**config.mk**
```make
export PLATFORM = sky130hd
export DESIGN_NAME = uopSequencer
export DESIGN_NICKNAME = d
export VERILOG_FILES = /design/src/hw/uopPkg.sv /design/src/hw/ldmWalkIf.sv /design/src/hw/condCheck.sv /design/src/hw/regListWalker.sv /design/src/hw/uopExpander.sv /design/src/hw/uopSequencer.sv
export SDC_FILE = /design/constraint.sdc
export NUM_CORES = 1
export LEC_CHECK = 0
export BUFFER_PORTS_ARGS = -buffer_cell sky130_fd_sc_hd__clkbuf_2
export CAP_MARGIN = 0
export CORE_ASPECT_RATIO = 2
export CORE_MARGIN = 3
export CORE_UTILIZATION = 54
export DETAILED_ROUTE_END_ITERATION = 8
export GPL_TIMING_DRIVEN = 0
export PLACE_DENSITY = 0.79
export SYNTH_ARGS = -nofsm -noshare
export SYNTH_HDL_FRONTEND = slang
export SYNTH_SLANG_ARGS = --single-unit
```
**constraint.sdc**
```tcl
create_clock -name clk -period 8.2 [get_ports clk]
set_input_delay 1.64 -clock clk [delete_from_list [all_inputs] [get_ports clk]]
set_output_delay 1.64 -clock clk [all_outputs]
set_load 0.01 [all_outputs]
```
**src/hw/uopPkg.sv**
```systemverilog
// Assumes ARM A32 encodings with NZCV flags and a scratch register Rz reached through the high register-file bit
package uopPkg;

	localparam int instrWidth = 32;                     // Instruction word
	localparam int regIdxWidth = 4;                     // Register number
	localparam int offsetWidth = 12;                    // Load immediate
	localparam int regListWidth = 16;                   // LDM register list
	localparam int listCountWidth = $clog2(regListWidth) + 1; // Holds 0 to 16
	localparam int ldmOffsetWidth = offsetWidth + 1;    // Signed running offset

	localparam logic [regIdxWidth-1:0] rzReg = 4'b1111; // Rz when paired with high regfile bit
	localparam logic [regIdxWidth-1:0] lrReg = 4'd14;   // Link register
	localparam logic [regIdxWidth-1:0] pcReg = 4'd15;   // Program counter

	localparam logic [3:0] opMov = 4'b1101;
	localparam logic [3:0] opAdd = 4'b0100;
	localparam logic [3:0] opTeq = 4'b1001;             // BX lives in TEQ space with S clear
	localparam logic [3:0] opNeverCond = 4'b1111;       // NV condition code

	localparam logic [1:0] kindDataProc = 2'b00;        // Bits 27:26 of data processing
	localparam logic [1:0] kindBranch = 2'b10;          // Bits 27:26 of B and BL
	localparam logic [2:0] kindSingle = 3'b010;         // Single load/store with immediate
	localparam logic [2:0] kindBlock = 3'b100;          // Block transfer
	localparam logic [3:0] mulSignature = 4'b1001;      // Bits 7:4 of every multiply
	localparam logic [7:0] bxOp2High = 8'hF1;           // SBO nibble plus BX tag

	localparam logic signed [ldmOffsetWidth-1:0] wordStep = 4; // One word per LDM load

	// Sequencer states
	typedef enum logic [2:0] {
		seqReady,    // Pass through or first micro-op
		seqRsr,      // Second half of register-shifted op
		seqMultiply, // Accumulate step
		seqBl,       // Plain branch after link move
		seqLdm       // Walking the register list
	} seqState;

	// Data processing view, also used for multiply and branch words
	typedef struct packed {
		logic [3:0] cond;
		logic [1:0] kind;                   // 27:26
		logic immFlag;                      // I bit
		logic [3:0] opcode;                 // 24:21
		logic setFlags;                     // S bit
		logic [regIdxWidth-1:0] rn;
		logic [regIdxWidth-1:0] rd;
		logic [offsetWidth-1:0] operand2;
	} dpFields;

	// Load/store view, block transfers keep their list in rd and offset
	typedef struct packed {
		logic [3:0] cond;
		logic [2:0] kind;                   // 27:25
		logic preIndex;                     // P bit
		logic up;                           // U bit
		logic byteMode;                     // B bit
		logic writeBack;                    // W bit
		logic load;                         // L bit
		logic [regIdxWidth-1:0] rn;
		logic [regIdxWidth-1:0] rd;
		logic [offsetWidth-1:0] offset;
	} lsFields;

	// One word, two decodings
	typedef union packed {
		dpFields dp;
		lsFields ls;
	} armInstr;

endpackage

```
**src/hw/ldmWalkIf.sv**
```systemverilog
// No handshake, the walker trusts ldmStart and advance to arrive only for issuing LDM micro-ops
interface ldmWalkIf;

	logic ldmStart;                          // First LDM micro-op
	logic advance;                           // Later LDM micro-op, unstalled
	logic [uopPkg::regIdxWidth-1:0] regNum;  // Destination of current load
	logic [uopPkg::offsetWidth-1:0] offset;  // Offset magnitude
	logic addUp;                             // U bit of current load
	logic lastReg;                           // Final load of the list

	modport expander (
		output ldmStart,
		output advance,
		input regNum,
		input offset,
		input addUp,
		input lastReg
	);

	modport walker (
		input ldmStart,
		input advance,
		output regNum,
		output offset,
		output addUp,
		output lastReg
	);

endinterface

```
**src/hw/condCheck.sv**
```systemverilog
// Flags arrive as N Z C V from bit 3 down and code 1111 is treated as never rather than unconditional
module condCheck (
	input logic [3:0] cond,
	input logic [3:0] flags,
	output logic condPass
);

	logic n, z, c, v;

	always_comb begin
		n = flags[3];
		z = flags[2];
		c = flags[1];
		v = flags[0];
		case (cond)
			4'b0000: condPass = z;                // EQ
			4'b0001: condPass = !z;               // NE
			4'b0010: condPass = c;                // CS
			4'b0011: condPass = !c;               // CC
			4'b0100: condPass = n;                // MI
			4'b0101: condPass = !n;               // PL
			4'b0110: condPass = v;                // VS
			4'b0111: condPass = !v;               // VC
			4'b1000: condPass = c && !z;          // HI
			4'b1001: condPass = !c || z;          // LS
			4'b1010: condPass = (n == v);         // GE
			4'b1011: condPass = (n != v);         // LT
			4'b1100: condPass = !z && (n == v);   // GT
			4'b1101: condPass = z || (n != v);    // LE
			4'b1110: condPass = 1'b1;             // AL
			uopPkg::opNeverCond: begin
				condPass = 1'b0;                  // NV
			end
		endcase
	end

endmodule

```
**src/hw/regListWalker.sv**
```systemverilog
// Only LDM walks are tracked and base writeback is ignored, an empty register list is not supported
module regListWalker (
	input logic clk,
	input logic reset,
	input uopPkg::armInstr instr,
	ldmWalkIf.walker walk
);

	logic [uopPkg::regListWidth-1:0] instrList;   // List as encoded
	logic [uopPkg::regListWidth-1:0] heldList;    // Registers still to load
	logic [uopPkg::regListWidth-1:0] curList;
	logic [uopPkg::regListWidth-1:0] nextList;
	logic [uopPkg::listCountWidth-1:0] listCount;
	logic signed [uopPkg::ldmOffsetWidth-1:0] listBytes;
	logic signed [uopPkg::ldmOffsetWidth-1:0] baseOffset;
	logic signed [uopPkg::ldmOffsetWidth-1:0] heldOffset;
	logic signed [uopPkg::ldmOffsetWidth-1:0] curOffset;

	// Base offset from addressing mode
	always_comb begin
		instrList = {instr.ls.rd, instr.ls.offset};  // Bits 15:0
		listCount = uopPkg::listCountWidth'($countones(instrList));
		listBytes = uopPkg::ldmOffsetWidth'({listCount, 2'b00}); // 4n
		case ({instr.ls.preIndex, instr.ls.up})
			2'b01: baseOffset = '0;                          // IA
			2'b11: baseOffset = uopPkg::wordStep;            // IB
			2'b00: baseOffset = uopPkg::wordStep - listBytes; // DA
			default: baseOffset = -listBytes;               // DB
		endcase
	end

	// Current load, first cycle reads straight from the instruction
	always_comb begin
		curList = walk.ldmStart ? instrList : heldList;
		curOffset = walk.ldmStart ? baseOffset : heldOffset;
		nextList = curList & (curList - 1'b1);       // Clear lowest set bit
		walk.regNum = '0;
		for (int i = uopPkg::regListWidth - 1; i >= 0; i--) begin
			if (curList[i])
				walk.regNum = uopPkg::regIdxWidth'(i); // Lowest wins
		end
		walk.lastReg = ($countones(curList) == 1);
		walk.addUp = (curOffset >= 0);               // Zero counts as up
		walk.offset = uopPkg::offsetWidth'((curOffset < 0) ? -curOffset : curOffset);
	end

	// ldmStart repeats under stall but reloads the same values
	always_ff @(posedge clk) begin
		if (reset) begin
			heldList <= '0;
		end else if (walk.ldmStart || walk.advance) begin
			heldList <= nextList;
		end
	end

	always_ff @(posedge clk) begin
		if (walk.ldmStart || walk.advance)
			heldOffset <= curOffset + uopPkg::wordStep; // Next word
	end

	// Expander must stop once lastReg has issued
	assert property (@(posedge clk) disable iff (reset)
		walk.advance |-> (heldList != '0))
		else $error("LDM advance with an empty remaining list");

endmodule

```
**src/hw/uopExpander.sv**
```systemverilog
// Mealy outputs follow instr every cycle, so fetch must hold the expanded instruction while uopStall is high
module uopExpander (
	input logic clk,
	input logic reset,
	input logic stall,
	input uopPkg::armInstr instr,
	input logic condPass,
	ldmWalkIf.expander walk,
	output logic instrMux,
	output logic noFlagUpdate,
	output logic uopStall,
	output logic keepV,
	output logic prevRsr,
	output logic ldmForward,
	output logic [3:0] regFileRz,
	output uopPkg::armInstr uopInstr
);

	uopPkg::seqState state, nextState;
	logic isBx, isRsr, isMulAcc, isBl, isLdm;
	uopPkg::armInstr rsrFirst, rsrSecond;
	uopPkg::armInstr mulFirst, mulShort, mulLong;
	uopPkg::armInstr blFirst, blSecond;
	uopPkg::armInstr ldmLoad, ldmCancel;

	// Holds while the pipeline stalls
	always_ff @(posedge clk) begin
		if (reset)
			state <= uopPkg::seqReady;
		else if (!stall)
			state <= nextState;
	end

	// Instruction classes, decoded through the data processing view
	always_comb begin
		isBx = (instr.dp.opcode == uopPkg::opTeq) && !instr.dp.setFlags
			&& (instr.dp.rn == uopPkg::pcReg) && (instr.dp.rd == uopPkg::pcReg)
			&& (instr.dp.operand2[11:4] == uopPkg::bxOp2High);
		isRsr = (instr.dp.kind == uopPkg::kindDataProc) && !instr.dp.immFlag
			&& !instr.dp.operand2[7] && instr.dp.operand2[4] && !isBx; // Shift by Rs
		isMulAcc = (instr.dp.kind == uopPkg::kindDataProc) && !instr.dp.immFlag
			&& instr.dp.opcode[0] && (instr.dp.operand2[7:4] == uopPkg::mulSignature); // A bit
		isBl = (instr.dp.kind == uopPkg::kindBranch) && instr.dp.immFlag
			&& instr.dp.opcode[3];                   // L bit
		isLdm = (instr.ls.kind == uopPkg::kindBlock) && instr.ls.load;
	end

	// Micro-op words
	always_comb begin
		rsrFirst = instr;
		rsrFirst.dp.opcode = uopPkg::opMov;          // MOV Rz, Rm shift Rs
		rsrFirst.dp.setFlags = 1'b0;
		rsrFirst.dp.rn = '0;
		rsrFirst.dp.rd = uopPkg::rzReg;
		rsrSecond = instr;
		rsrSecond.dp.operand2 = {8'b0, uopPkg::rzReg}; // Unshifted Rz

		mulFirst = instr;                            // MUL Rz, keep U for long forms
		mulFirst.dp.opcode = {instr.dp.opcode[3], 1'b0, instr.dp.opcode[1], 1'b0};
		mulFirst.dp.setFlags = 1'b0;
		mulFirst.dp.rn = uopPkg::rzReg;              // Multiply Rd sits at 19:16
		mulFirst.dp.rd = '0;
		mulShort.dp = '{cond: instr.dp.cond, kind: uopPkg::kindDataProc, immFlag: 1'b0,
			opcode: uopPkg::opAdd, setFlags: instr.dp.setFlags, rn: uopPkg::rzReg,
			rd: instr.dp.rn, operand2: {8'b0, instr.dp.rd}}; // Rd = Rz + Ra
		mulLong = instr;
		mulLong.dp.opcode = {instr.dp.opcode[3], 3'b101}; // Long accumulate
		mulLong.dp.operand2 = {instr.dp.rd, uopPkg::mulSignature, instr.dp.rn}; // RdLo, RdHi

		blFirst.dp = '{cond: instr.dp.cond, kind: uopPkg::kindDataProc, immFlag: 1'b0,
			opcode: uopPkg::opMov, setFlags: 1'b0, rn: '0, rd: uopPkg::lrReg,
			operand2: {8'b0, uopPkg::pcReg}};        // MOV LR, PC
		blSecond = instr;
		blSecond.dp.opcode[3] = 1'b0;                // Drop link bit

		ldmLoad.ls = '{cond: instr.ls.cond, kind: uopPkg::kindSingle, preIndex: 1'b1,
			up: walk.addUp, byteMode: 1'b0, writeBack: 1'b0, load: 1'b1,
			rn: instr.ls.rn, rd: walk.regNum, offset: walk.offset}; // LDR Rd, [Rn, #off]
		ldmCancel.dp = '{cond: uopPkg::opNeverCond, kind: uopPkg::kindDataProc, immFlag: 1'b1,
			opcode: uopPkg::opAdd, setFlags: 1'b0, rn: '0, rd: '0, operand2: '0};
	end

	// Mealy output and next state
	always_comb begin
		nextState = state;
		instrMux = 1'b0;
		noFlagUpdate = 1'b0;
		uopStall = 1'b0;
		keepV = 1'b0;
		prevRsr = 1'b0;
		ldmForward = 1'b0;
		regFileRz = 4'b0000;
		uopInstr = instr;                            // Pass through
		walk.ldmStart = 1'b0;
		walk.advance = 1'b0;
		case (state)
			uopPkg::seqReady: begin
				if (isRsr) begin
					instrMux = 1'b1;
					noFlagUpdate = 1'b1;
					uopStall = 1'b1;
					regFileRz = 4'b1100;             // Rz as destination
					uopInstr = rsrFirst;
					nextState = uopPkg::seqRsr;
				end else if (isMulAcc) begin
					instrMux = 1'b1;
					uopStall = 1'b1;
					keepV = 1'b1;                    // MUL leaves V alone
					regFileRz = 4'b1100;
					uopInstr = mulFirst;
					nextState = uopPkg::seqMultiply;
				end else if (isBl) begin
					instrMux = 1'b1;
					uopStall = 1'b1;
					uopInstr = blFirst;
					nextState = uopPkg::seqBl;
				end else if (isLdm) begin
					instrMux = 1'b1;
					noFlagUpdate = 1'b1;
					uopStall = !walk.lastReg;        // Single register needs one pass
					walk.ldmStart = 1'b1;
					uopInstr = ldmLoad;
					nextState = walk.lastReg ? uopPkg::seqReady : uopPkg::seqLdm;
				end
			end
			uopPkg::seqRsr: begin
				instrMux = 1'b1;
				prevRsr = 1'b1;
				regFileRz = 4'b0010;                 // Rz as operand2
				uopInstr = rsrSecond;
				nextState = uopPkg::seqReady;
			end
			uopPkg::seqMultiply: begin
				instrMux = 1'b1;
				regFileRz = instr.dp.opcode[2] ? 4'b0000 : 4'b0001; // Rz as Rn when short
				uopInstr = instr.dp.opcode[2] ? mulLong : mulShort;
				nextState = uopPkg::seqReady;
			end
			uopPkg::seqBl: begin
				instrMux = 1'b1;
				uopInstr = blSecond;
				nextState = uopPkg::seqReady;
			end
			uopPkg::seqLdm: begin
				instrMux = 1'b1;
				noFlagUpdate = 1'b1;
				if (!condPass) begin
					uopInstr = ldmCancel;            // Flags turned, abandon the rest
					nextState = uopPkg::seqReady;
				end else begin
					uopStall = !walk.lastReg;
					ldmForward = 1'b1;
					walk.advance = !stall;
					uopInstr = ldmLoad;
					nextState = walk.lastReg ? uopPkg::seqReady : uopPkg::seqLdm;
				end
			end
			default: nextState = uopPkg::seqReady;
		endcase
	end

	// Fetch must be held before any expansion begins
	assert property (@(posedge clk) disable iff (reset)
		(state == uopPkg::seqReady && !stall && !uopStall) |=> (state == uopPkg::seqReady))
		else $error("Sequencer left seqReady without stalling fetch");

endmodule

```
**src/hw/uopSequencer.sv**
```systemverilog
// Decode-stage micro-op sequencer where LDM base writeback is ignored and stores pass through unexpanded
module uopSequencer (
	input logic clk,
	input logic reset,
	input logic [uopPkg::instrWidth-1:0] instr,     // Decoded instruction word
	input logic stall,                              // Pipeline stall
	input logic [3:0] flags,                        // NZCV
	output logic instrMux,                          // Select uopInstr
	output logic noFlagUpdate,
	output logic uopStall,                          // Hold fetch
	output logic keepV,
	output logic prevRsr,
	output logic ldmForward,
	output logic [3:0] regFileRz,                   // Rz mux controls
	output logic [uopPkg::instrWidth-1:0] uopInstr
);

	logic condPass;

	ldmWalkIf walkBus ();

	condCheck condCheck_i (
		.cond(instr[31:28]),                        // Condition field
		.flags(flags),
		.condPass(condPass)
	);

	regListWalker walker_i (
		.clk(clk),
		.reset(reset),
		.instr(instr),
		.walk(walkBus.walker)
	);

	uopExpander expander_i (
		.clk(clk),
		.reset(reset),
		.stall(stall),
		.instr(instr),
		.condPass(condPass),
		.walk(walkBus.expander),
		.instrMux(instrMux),
		.noFlagUpdate(noFlagUpdate),
		.uopStall(uopStall),
		.keepV(keepV),
		.prevRsr(prevRsr),
		.ldmForward(ldmForward),
		.regFileRz(regFileRz),
		.uopInstr(uopInstr)
	);

endmodule

```
Word-level counts from Yosys, hierarchy flattened
Index checks and enable logic that the tools add are counted.
- bits of input ports: 39
- logic and storage cells: 172
- bits in registers: 32
- output and inout port bits: 42
- bitwise logic cells: 2
- order comparisons: 2
- reductions and logical operators: 34
- equality and inequality tests: 32
- mux-type cells: 64
- add/sub/neg operators: 35
- operators with widths (cell ; number):
    adder 32 bit ; 7
    one-hot mux 32 bit (5 select lines) ; 1
    2-to-1 mux 28 bit ; 5
    2-to-1 mux 4 bit ; 18
    equality test 4 bit (second input constant) ; 12
    one-hot mux 13 bit (3 select lines) ; 1
    adder 5 bit ; 7
    adder 1 x 1 -> 2 bit ; 16
    equality test 32 x 2 -> 1 bit (second input constant) ; 1
    2-to-1 mux 32 bit ; 1
    2-to-1 mux 1 bit ; 23
    2-to-1 mux 3 bit ; 6
    bitwise AND 16 bit ; 1
    equality test 4 x 3 -> 1 bit (second input constant) ; 4
    2-to-1 mux 16 bit ; 1
    one-hot mux 1 bit (16 select lines) ; 1
    subtractor 16 x 1 -> 16 bit (second input constant) ; 1
    logical AND 1 bit ; 15
    adder 13 x 4 -> 13 bit (second input constant) ; 1
    >= comparator 13 x 1 -> 1 bit (second input constant) ; 1
    < comparator 13 x 1 -> 1 bit (second input constant) ; 1
    2-to-1 mux 13 bit ; 1
    negator 7 -> 13 bit ; 1
    2-to-1 mux 12 bit ; 1
    24 further kinds ; 42

Depth between registers and ports, before layout
Gate-level depths: netlist of run 1.
- depth in word-level cells: 31
- mapped depth: 24
- gate-level depth less buffers: 21

Modules after synthesis
Synthesis of run 1 repeated with hierarchy kept, for this count alone.
- cells, all modules: 596
- area, all modules: 4521.8 µm²
- modules (own cells, without submodules) (module ; seq. area each (µm²) ; cells an instance ; times used ; area each (µm²)):
    regListWalker ; 690.7 ; 377 ; 1 ; 3139.3
    uopExpander ; 60.1 ; 196 ; 1 ; 1227.4
    condCheck ; 0.0 ; 23 ; 1 ; 155.1

Worst setup path before layout of run 1
No wires, ideal clock.
- path kind: input to output
- from: input port instr[14] (netlist bit)
- to: output port uopInstr[8] (netlist bit)
- arrival time: 6.543 ns
- path slack: 0.017 ns
- cell stages on the path: 21
- path through: ha_1 inv_1 fa_1 inv_1 fa_1 fa_1 inv_1 fa_1 inv_1 ha_1 fa_1 inv_1 ha_1 a21boi_2 a2111oi_4 and2_1 nand2b_1 buf_2 nor2_1 mux2i_1 o21ai_0
- word-level cells in the longest chain between the ends: 15
- elaborated cells between the ends (all ways): 24
- classes of those cells: add/sub: 7; order compare: 1; eq/ne: 1; mux: 11; reduce/logical: 4
- RTL lines (what ; line ; text):
    start: declaration ; uopSequencer.sv:5 ; input logic [uopPkg::instrWidth-1:0] instr,
    parallel branches: the longest is 14 deep, another holds negator 7 -> 13 bit ; -- ;
    one-hot mux 32 bit (5 select lines) (*) ; uopExpander.sv:96 ; case (state)
    end: declaration ; uopSequencer.sv:15 ; output logic [uopPkg::instrWidth-1:0] uopInstr
Mark *: on every way between the ends.

Worst setup path after layout of run 1
- from: input port instr[12] (netlist bit)
- to: output port uopInstr[11] (netlist bit)
The elaborated chain is that of the path after synthesis.

==> key figures, run 1 <==
GRT
  – Largest net degree at the start of global routing: 16
  – GR Util met2: 65.0%
  – First-pass GRT wire length: 32100 um
  – Vias in the first global route: 5985
  – Gr ovfl total: 0
  – Initial antenna violation count: 0
  – GRT met3 Usage: 9.36%
  – GRT busiest layer: met2
  – GRT Overall Usage: 39.1%
  – Routing usage on met1: 39.2%

Synthesis
  – Post-Synth XOR/XNOR Area: 4.13%
  – Area share of and/or/nand/nor cells after synthesis: 25.2%
  – Netlist Area Pre-Place: 5220 um2
  – Seq/Total Area, Yosys: 14.4%
  – Cells after Synth: 671
  – Complex-gate fraction of the synthesized area: 24.6%
  – Yosys warns: 0
  – Synthesis-stage register bit count: 31
  – Post-Synth Adder-Cell Area: 19.2%
  – EDFF count, synth: 13
  – Ys async rst share: 0%
  – Post-synth cell types: 91
  – Top_reg_cell synth: dfxtp_1
  – Post-synthesis average cell area: 7.77 um2
  – Mux contribution to synthesized area: 3.96%
  – Syn_nets: 777
  – Largest family of logic cells by synthesized area: simple AND/OR/NAND/NOR gates

Clock network
  – Clock insertion delay at the later pin of the skew report: 280 ps
  – CTS buffer count: 5
  – H-tree Lvls: 2
  – CTS tree: yes
  – Clock Path Buffers: 2
  – Clock sink count: 31
  – CTS root buf: clkbuf_16
  – Hold Buf Count CTS: 0
  – Clk slew on worst S/H paths: 50 ps

Cells and area
  – Share of post-route cells with drive strength above 1: 26.7%
  – Ant. Diodes: 0
  – Nets: 890
  – # fillers: 764
  – Post-Layout Inst Area: 6590 um2
  – Area Growth Syn to Fin: 26.3%

Setup path
  – Critical Path Sink Type: primary output
  – Slowest-stage cell, CP: fa_2
  – WP data required: 6560 ps
  – Critical path's largest stage delay: 570 ps
  – Startpoint Class: input port
  – Cell breakdown of the critical path: clkbuf_16 > ha_4 > inv_1 > fa_2 > inv_2 > fa_2 > fa_1 > inv_1 > fa_1 > inv_1 > ha_2 > fa_2 > inv_2 > ha_4 > a21boi_4 > xnor2_2 > a22oi_4 > o211ai_1 > o41ai_2 > xnor2_1 > o211ai_2 > buf_2
  – Crit Path Category: in -> out
  – Worst endpoint data arrival time: 6830 ps
  – Largest fanout on the critical path: 9

Placement
  – Final GP Congestion: 1.00
  – Post-Place Cell Area: 5730 um2
  – Count of input and output buffers: 76
  – HPWL Detailed: 15900 um

Floorplanning
  – Die H: 145 um
  – Starting Density: 55.6%
  – Die width: 75.5 um
  – Num ports: 81
  – Num rows: 50
  – DIE AREA: 10900 um2
  – Core area: 9380 um2

Drt
  – DR vias/cell: 6.69
  – Drt pass-1 iters: 6
  – Drt wl/cell: 23.5 um
  – DRC: 0
  – Final WL: 20900 um
  – DRT iter0 DRCs: 647
  – Post-route antenna net violation count: 0
  – Routed via count: 5939

STA
  – Hold Slack: 507 ps
  – Rel. slew slack: 24.0%
  – Fin crit share: 103%
  – Worst Tran Pin Value: 1130 ps
  – Max-slew violations: 0
  – Final hold vios: 0
  – RSZ-0062 raised after global routing: true
  – Final worst setup slack: -272 ps
  – Final setup fails: 7
  – Clock Skews: 6.18 ps
  – Fmax: 118 MHz
  – Crit path time final: 8470 ps
  – Fin Setup TNS: -1300 ps

Job
  – Max_cap viols: 0

Pwr
  – PwrDens: 184 nW/um2
  – Worst VDD drop: 177 uV
  – Static leakage: 0.00299 uW

Worst hold path
  – HP Class: reg -> reg

Outcome
  – Failing checks: setup timing
  – Status: finished, violations left
-- worst max-delay path: cells and delay by family --
kind / cells / cell delay [ps]
AO/OA/AOI/OAI: 5 / 1260
XOR/XNOR: 2 / 340
adder cells (fa/ha/maj): 8 / 3010
buffers and inverters: 7 / 580
-- cell type report --
cell class	instances	area, um2	share of cell area, %
Multi-Input combinational cell	537	4300	65.3
Sequential cell	31	751	11.4
Timing Repair Buffer	106	748	11.4
Inverter	71	267	4.05
Buffer	32	246	3.74
Clock buffer	6	139	2.11
Tap cell	104	130	1.98
Clock inverter	1	5.00	0.0760
-- sequential cells by signal, indices dropped and copies added, names as in the netlist --
signal               flops
walker_i.heldList       15
walker_i.heldOffset     13
expander_i.state         3
-- report_power, final --
group	internal (uW)	leakage (uW)	switching, uW	total, uW
clock	118	0.0000727	70.2	189
combinational	387	0.00265	468	855
sequential	165	0.000263	3.01	168
total	671	0.00299	541	1210
-- repair_timing --
item / 4_1_cts / 5_1_grt
endpoints found under the setup margin: 13 / 13
buffers inserted: 17 / 13
gates resized for setup: 81 / 26
pin swaps: 29 / 22
-- Yosys cell counts (4+ instances only) --
cell / n / area, um2
a211oi_1: 7 / 52.6
a21boi_0: 4 / 30.0
a21o_1: 5 / 37.5
a21oi_1: 51 / 255
a22oi_1: 4 / 30.0
and2_1: 8 / 50.1
and3_1: 5 / 31.3
buf_2: 12 / 60.1
buf_4: 7 / 52.6
clkbuf_1: 10 / 37.5
dfxtp_1: 18 / 360
edfxtp_1: 13 / 390
fa_1: 22 / 440
ha_1: 45 / 563
inv_1: 69 / 259
mux2_2: 5 / 56.3
mux2i_1: 15 / 150
nand2_1: 56 / 210
nand2b_1: 10 / 62.6
nand3_1: 15 / 75.1
nand3b_1: 5 / 37.5
nand4_1: 10 / 62.6
nor2_1: 62 / 233
nor2b_1: 5 / 31.3
nor3_1: 15 / 75.1
nor4_1: 17 / 106
o211ai_1: 8 / 60.1
o21ai_0: 37 / 185
o21ai_1: 4 / 20.0
o22ai_1: 8 / 50.1
or2_2: 4 / 25.0
or3_1: 7 / 43.8
xnor2_1: 15 / 131
xor2_1: 7 / 61.3
-- placed cells by master (no fill, tap or decap), types with 5 or more instances in the layout --
| cell type | count |
|---|---|
| nor2_1 | 61 |
| o211ai_1 | 8 |
| nand3_1 | 14 |
| clkbuf_16 | 10 |
| buf_4 | 30 |
| ha_4 | 7 |
| fa_1 | 19 |
| nor2b_1 | 5 |
| nand2_1 | 55 |
| nand2b_1 | 10 |
| a211oi_1 | 7 |
| inv_2 | 7 |
| and3_1 | 5 |
| a21o_1 | 5 |
| or3_1 | 7 |
| nand3b_1 | 5 |
| o21ai_0 | 35 |
| and2_1 | 7 |
| inv_1 | 63 |
| a21oi_1 | 49 |
| nand4_1 | 10 |
| clkbuf_1 | 10 |
| edfxtp_1 | 13 |
| mux2i_1 | 11 |
| ha_1 | 36 |
| buf_2 | 14 |
| clkbuf_2 | 60 |
| o22ai_1 | 8 |
| buf_6 | 8 |
| dfxtp_1 | 18 |
| nor4_1 | 17 |
| xnor2_1 | 13 |
| nor3_1 | 14 |
| o21ai_1 | 5 |
| xor2_1 | 6 |
-- worst paths after layout --
check / startpoint / to / slack [ps] / cells after the start
min: walker_i.heldList[15]$_SDFFE_PP0P_ / walker_i.heldList[15]$_SDFFE_PP0P_ / 510 / 2
min reg2reg: walker_i.heldList[15]$_SDFFE_PP0P_ / walker_i.heldList[15]$_SDFFE_PP0P_ / 510 / 2
max: instr[12] / uopInstr[11] / -270 / 22
max reg2reg: expander_i.state[1]$_SDFFE_PP0P_ / expander_i.state[2]$_SDFFE_PP0P_ / 2500 / 21
-- logic make-up after synthesis --
family / count (synthesis)
muxes: 20
AOI/OAI and AO/OA: 181
buffers and inverters: 103
adders and majority gates: 67
and+or+nand+nor: 246
xor gates and xnor gates: 23
DFF: 31
-- layer usage --
metal | up-vias | wire length, um | share of wire (%)
li1 | 2634 | - | -
met1 | 2759 | 6560 | 31
met2 | 393 | 10700 | 51
met3 | 153 | 1650 | 7.9
met4 | 0 | 2030 | 9.7
met5 | - | 0 | 0
-- stage by stage --
| stage | power [uW] | cells | worst slack, ps | util, % |
|---|---|---|---|---|
| 2_1_floorplan | 648 | 671 | 17.3 | - |
| 3_3_place_gp | 793 | 851 | -763 | 61.0 |
| 3_5_place_dp | 818 | 851 | -827 | 61.0 |
| 4_1_cts | 1140 | 875 | -160 | 68.3 |
| 5_1_grt | 1300 | 888 | -413 | 70.2 |
| 6_report | 1210 | 888 | -272 | 70.2 |
Note: power is estimated with default switching activity, not from simulation.
==> run 2, diff against run 1 <==
--- a/config.mk
+++ b/config.mk
@@ -10,9 +10,10 @@
 export CORE_ASPECT_RATIO = 2
 export CORE_MARGIN = 3
 export CORE_UTILIZATION = 54
+export CTS_BUF_LIST = sky130_fd_sc_hd__clkbuf_16
 export DETAILED_ROUTE_END_ITERATION = 8
 export GPL_TIMING_DRIVEN = 0
-export PLACE_DENSITY = 0.79
+export PLACE_DENSITY_LB_ADDON = 0.12
 export SYNTH_ARGS = -nofsm -noshare
 export SYNTH_HDL_FRONTEND = slang
 export SYNTH_SLANG_ARGS = --single-unit
==> run 2 against run 1 <==
Compared with the run above:
- the run still ends with setup timing left
- via count rose by 4.8%
- critical path type unchanged
- cell count rose by 4.3%
- fmax shrank 0.50%
- sequential share of layout area decreased by 0.72 points
- largest cell class unchanged
- sequential cell count unchanged
- power is 16% higher
- sequential power hardly changed
- global-route usage is 0.84 points higher
==> key figures, run 2 (synthesis gave the netlist of run 1 again) <==
Cells and area
  – Most common cell after layout, fill and taps aside: buf_4
  – Commonest non-fill, non-tap cells in the layout: buf_4, inv_1, nor2_1, clkbuf_2, nand2_1
  – Nets: 927
  – # fillers: 729
  – Area Growth Syn to Fin: 34.8%
  – Biggest regs: walker_i.heldList x15, walker_i.heldOffset x13, expander_i.state x3
  – Largest register by flop count: walker_i.heldList
  – Post-Layout Cell Count: 926
  – Max reg flops: 15
  – Ant. Diodes: 0
  – Post-Layout Inst Area: 7030 um2
  – Share of post-route cells with drive strength above 1: 32.5%
  – Multi-input gate area: 4430 um2
  – Reg area: 751 um2

Floorplanning
  – DIE AREA: 10900 um2
  – Num rows: 50
  – Die width: 75.5 um
  – Core area: 9380 um2
  – Num ports: 81
  – Starting Density: 55.6%
  – Die H: 145 um

STA
  – Worst Tran Pin Value: 1220 ps
  – Crit path time final: 8510 ps
  – Fmax: 117 MHz
  – Max-slew violations: 0
  – Clock Skews: 6.14 ps
  – Rel. slew slack: 18.0%
  – Final setup fails: 7
  – Hold Slack: 486 ps
  – Final worst setup slack: -315 ps
  – Final hold vios: 0
  – Fin crit share: 104%
  – RSZ-0062 raised after global routing: true

Worst hold path
  – HP Class: reg -> reg
  – WHS Path Cells: 2

Clock network
  – Clock sink count: 31
  – H-tree Lvls: 2
  – Clk slew on worst S/H paths: 60 ps
  – CTS buffer count: 5
  – Clock insertion delay at the later pin of the skew report: 290 ps
  – Hold Buf Count CTS: 0
  – Clock Path Buffers: 2
  – CTS tree: yes
  – CTS root buf: clkbuf_16

Drt
  – DR vias/cell: 6.72
  – Post-route antenna net violation count: 0
  – DRT iter0 DRCs: 736
  – Drt wl/cell: 24.2 um
  – DRC: 0
  – Final WL: 22400 um
  – Drt pass-1 iters: 6
  – Routed via count: 6226

GRT
  – First-pass GRT wire length: 32700 um
  – Vias in the first global route: 6171
  – Largest net degree at the start of global routing: 16
  – Initial antenna violation count: 1
  – GRT Overall Usage: 39.9%
  – Gr ovfl total: 0

Setup path
  – WP data required: 6560 ps
  – Slowest-stage cell, CP: fa_1
  – Path depth of the worst reg2reg path: 36
  – Crit Path Category: in -> out
  – Critical Path Sink Type: primary output
  – Largest fanout on the critical path: 5
  – Cell breakdown of the critical path: clkbuf_16 > ha_4 > fa_1 > fa_1 > fa_1 > inv_1 > fa_1 > inv_1 > ha_2 > fa_2 > inv_2 > ha_4 > a21boi_4 > buf_6 > xnor2_4 > a22oi_4 > o211ai_1 > buf_4 > o41ai_4 > xnor2_1 > o21ai_1 > buf_2
  – Critical path's largest stage delay: 550 ps
  – Worst endpoint data arrival time: 6870 ps
  – Startpoint Class: input port
  – Crit-path most repeated cell: fa_1

Placement
  – Dpl cells: 851
  – Final GP Congestion: 1.02
  – HPWL Detailed: 15800 um
  – Post-Place Cell Area: 5730 um2
  – Count of input and output buffers: 76

Outcome
  – Failing checks: setup timing
  – Status: finished, violations left

Job
  – Max_cap viols: 0

Pwr
  – Static leakage: 0.00320 uW
  – Worst VDD drop: 308 uV
  – PwrDens: 200 nW/um2
run 2: report_power, final:
| part | switching (uW) | internal [uW] | total, uW |
|---|---|---|---|
| registers | 2.99 | 165 | 168 |
| clock network | 78.0 | 129 | 207 |
| logic | 546 | 487 | 1030 |
run 2: final cells by class:
| class | instances | area share (%) |
|---|---|---|
| Buffer | 32 | 3.70 |
| Clock buffer | 6 | 2.14 |
| Clock inverter | 2 | 0.107 |
| Inverter | 71 | 3.79 |
| Multi-Input combinational cell | 537 | 63.0 |
| Sequential cell | 31 | 10.7 |
| Tap cell | 104 | 1.85 |
| Timing Repair Buffer | 143 | 14.8 |
run 2: routing by layer:
metal,part of all wire [%],wire [um],track usage [%]
met1,32,7130,38.9
met5,0.058,13,0
met2,50,11200,66.4
met3,8.3,1850,10.2
met4,9.7,2180,32.7
run 2: through the flow:
stage               setup WS (ps)  setup TNS, ps  total power (uW)  util, %
finish                       -315          -1480              1410     74.9
global route                 -479          -3030              1470     74.9
CTS                          -115           -449              1220     71.2
detailed placement           -801          -5940               810     61.0
global placement             -771          -4560               793     61.0
floorplan                    17.3              0               648        -
run 2: timing repair:
action	in CTS	in global routing
setup endpoints to repair	13	14
resized for setup	97	59
buffers inserted	46	22
pin swaps	38	34
gates cloned	0	0
endpoints found under the hold margin	0	0
run 2: worst max-delay path, delay by kind of cell:
family          cells  cell delay, ps
compound gates      5             970
xor+xnor            2             290
buf+inv             7             840
fa+ha+maj           8            3110
run 2: final timing paths:
path	from	end	slack (ps)
worst max register to register	expander_i.state[1]$_SDFFE_PP0P_	expander_i.state[2]$_SDFFE_PP0P_	650
worst min-delay path	walker_i.heldList[15]$_SDFFE_PP0P_	walker_i.heldList[15]$_SDFFE_PP0P_	490
worst min register to register	walker_i.heldList[15]$_SDFFE_PP0P_	walker_i.heldList[15]$_SDFFE_PP0P_	490
worst max-delay path	instr[15]	uopInstr[9]	-310
==> run 3, diff against run 2 <==
--- a/config.mk
+++ b/config.mk
@@ -5,15 +5,15 @@
 export SDC_FILE = /design/constraint.sdc
 export NUM_CORES = 1
 export LEC_CHECK = 0
-export BUFFER_PORTS_ARGS = -buffer_cell sky130_fd_sc_hd__clkbuf_2
 export CAP_MARGIN = 0
 export CORE_ASPECT_RATIO = 2
 export CORE_MARGIN = 3
-export CORE_UTILIZATION = 54
+export CORE_UTILIZATION = 55
 export CTS_BUF_LIST = sky130_fd_sc_hd__clkbuf_16
 export DETAILED_ROUTE_END_ITERATION = 8
-export GPL_TIMING_DRIVEN = 0
+export DONT_BUFFER_PORTS = 1
 export PLACE_DENSITY_LB_ADDON = 0.12
+export SLEW_MARGIN = 10
 export SYNTH_ARGS = -nofsm -noshare
 export SYNTH_HDL_FRONTEND = slang
 export SYNTH_SLANG_ARGS = --single-unit
==> run 3 against run 2 <==
Compared with the run above:
- the run now ends clean
- sequential share of layout area increased by 2.1 points
- highest routed layer is now met4
- combinational power decreased by 13%
- non-clock buffer count decreased by 121
- clock power decreased by 12%
- sequential cell count unchanged
- largest power group unchanged
- utilization decreased by 11 points
- clock-buffer cell count decreased by 1
- die area decreased by 1.7%
==> key figures, run 3 (synthesis gave the netlist of run 1 again) <==
Drt
  – Drt pass-1 iters: 6
  – Top Metal Used: met4
  – Post-route antenna net violation count: 0
  – Wire length on met2: 10300 um
  – DRT iter0 DRCs: 596
  – DRC: 0
  – Met1 WL: 5930 um
  – Met3 WL: 1690 um
  – DR vias/cell: 6.91
  – Routed via count: 5551
  – Final WL: 19900 um
  – Drt wl/cell: 24.8 um

Setup path
  – WP data required: 6560 ps
  – Path depth of the worst reg2reg path: 20
  – Worst Setup SP: instr[25]
  – Largest fanout on the critical path: 6
  – Worst endpoint data arrival time: 6510 ps
  – Critical R2R Launch: expander_i.state[0]$_SDFFE_PP0P_
  – FF-to-FF End: expander_i.state[2]$_SDFFE_PP0P_
  – Flop2flop setup slack: 2580 ps
  – Startpoint Class: input port
  – Critical Path Sink Type: primary output
  – Crit Path Category: in -> out

Worst hold path
  – HP Class: reg -> reg
  – Hold Path Sink: walker_i.heldList[15]$_SDFFE_PP0P_
  – Hold path start: walker_i.heldList[15]$_SDFFE_PP0P_
  – WHS Path Cells: 2

Floorplanning
  – Die width: 74.9 um
  – Num rows: 49
  – DIE AREA: 10800 um2
  – Die H: 144 um
  – Starting Density: 57.1%
  – Core area: 9140 um2
  – Num ports: 81

Cells and area
  – # fillers: 846
  – Reg area: 751 um2
  – Multi-input gate area: 4170 um2
  – Commonest non-fill, non-tap cells in the layout: inv_1, nor2_1, nand2_1, buf_4, a21oi_1
  – Nets: 806
  – Max reg flops: 15
  – Most common cell after layout, fill and taps aside: inv_1
  – Final core utilization: 64.3%
  – Area Growth Syn to Fin: 12.5%
  – Share of post-route cells with drive strength above 1: 17.8%
  – Largest register by flop count: walker_i.heldList
  – Biggest regs: walker_i.heldList x15, walker_i.heldOffset x13, expander_i.state x3
  – Ant. Diodes: 0
  – Post-Layout Cell Count: 803

STA
  – Worst Tran Pin Value: 989 ps
  – Final setup fails: 0
  – Rel. slew slack: 33.5%
  – Max-slew violations: 0
  – Final hold vios: 0
  – Clock Skews: 2.74 ps
  – Fin crit share: 99.3%
  – Crit path time final: 8150 ps
  – Fmax: 123 MHz

GRT
  – Initial antenna violation count: 0
  – Largest net degree at the start of global routing: 20
  – First-pass GRT wire length: 30500 um
  – Gr ovfl total: 0
  – Vias in the first global route: 5628
  – GRT Overall Usage: 38.0%

Pwr
  – Comb power frac: 71.8%
  – P_sw: 538 uW
  – Sequential share of power: 13.5%
  – P_int: 703 uW
  – Static leakage: 0.00258 uW
  – Worst VDD drop: 148 uV
  – PwrDens: 212 nW/um2
  – Sw Share: 43.3%
  – Clock share of power: 14.7%

Placement
  – Dpl cells: 787
  – Final GP Congestion: 1.06
  – Count of input and output buffers: 0
  – HPWL Detailed: 15700 um

Clock network
  – Clock sink count: 31
  – CTS buffer count: 5
  – Clock insertion delay at the later pin of the skew report: 280 ps
  – Clk slew on worst S/H paths: 60 ps
  – Clock Path Buffers: 2
  – H-tree Lvls: 2
  – CTS tree: yes
  – CTS root buf: clkbuf_16

Job
  – Max_cap viols: 0

Outcome
  – Status: finished clean
[run 3: area by class of cell]
cell class,instances,area share [%]
Timing Repair Buffer,54,7.03
Sequential cell,31,12.8
Inverter,71,4.54
Tap cell,102,2.17
Multi-Input combinational cell,537,71.1
Clock buffer,5,2.13
Clock inverter,3,0.213
[run 3: critical path, stage by stage]
cell and delay (ps):
nand4bb_4 260, nor2_4 240, buf_4 150, mux2i_1 230, inv_1 100, ha_1 310, fa_1 620, inv_1 80
fa_1 410, inv_1 100, fa_1 410, inv_1 80, fa_1 430, ha_1 250, fa_1 470, nor4b_2 300
nand2_1 200, nand2_2 130, o21ai_2 80
[run 3: stage by stage]
| step | instance area [um2] | hold slack, ps | setup slack [ps] | total power [uW] | TNS [ps] |
|---|---|---|---|---|---|
| 2_1_floorplan | 5220 | 431 | 17.3 | 648 | 0 |
| 5_1_grt | 5870 | 497 | -77.4 | 1320 | -99.4 |
| 3_5_place_dp | 5510 | 456 | -129 | 853 | -512 |
| 4_1_cts | 5710 | 464 | 10.3 | 1120 | 0 |
| 3_3_place_gp | 5510 | 434 | -27.6 | 827 | -27.6 |
| 6_report | 5870 | 468 | 53.9 | 1240 | 0 |
[run 3: repair_timing]
item                       CTS  global route
gates cloned                 0             0
resized for setup            9            30
hold buffers                 0             0
pin swaps                   17            18
buffers inserted             6             4
setup endpoints to repair    7            13
[run 3: power groups by stage]
stage / registers, uW / logic (uW) / clock network, uW
finish: 168 / 891 / 183
global route: 168 / 960 / 188
CTS: 168 / 773 / 183
detailed placement: 171 / 682 / 0
global placement: 171 / 656 / 0
floorplan: 170 / 477 / 0
[run 3: worst max-delay path by stage]
stage                     depth (start not counted)     endpoint
after floorplan                                  21  uopInstr[8]
after global placement                           20  uopInstr[8]
after detailed placement                         21  uopInstr[8]
after CTS                                        21  uopInstr[8]
after global routing                             19     uopStall
final                                            19     uopStall
[run 3: metal layers]
layer / track usage (%) / vias up
li1: - / 2465
met1: 35.8 / 2625
met2: 65.4 / 334
met3: 11.1 / 127
met4: 30.1 / 0
met5: 0 / -
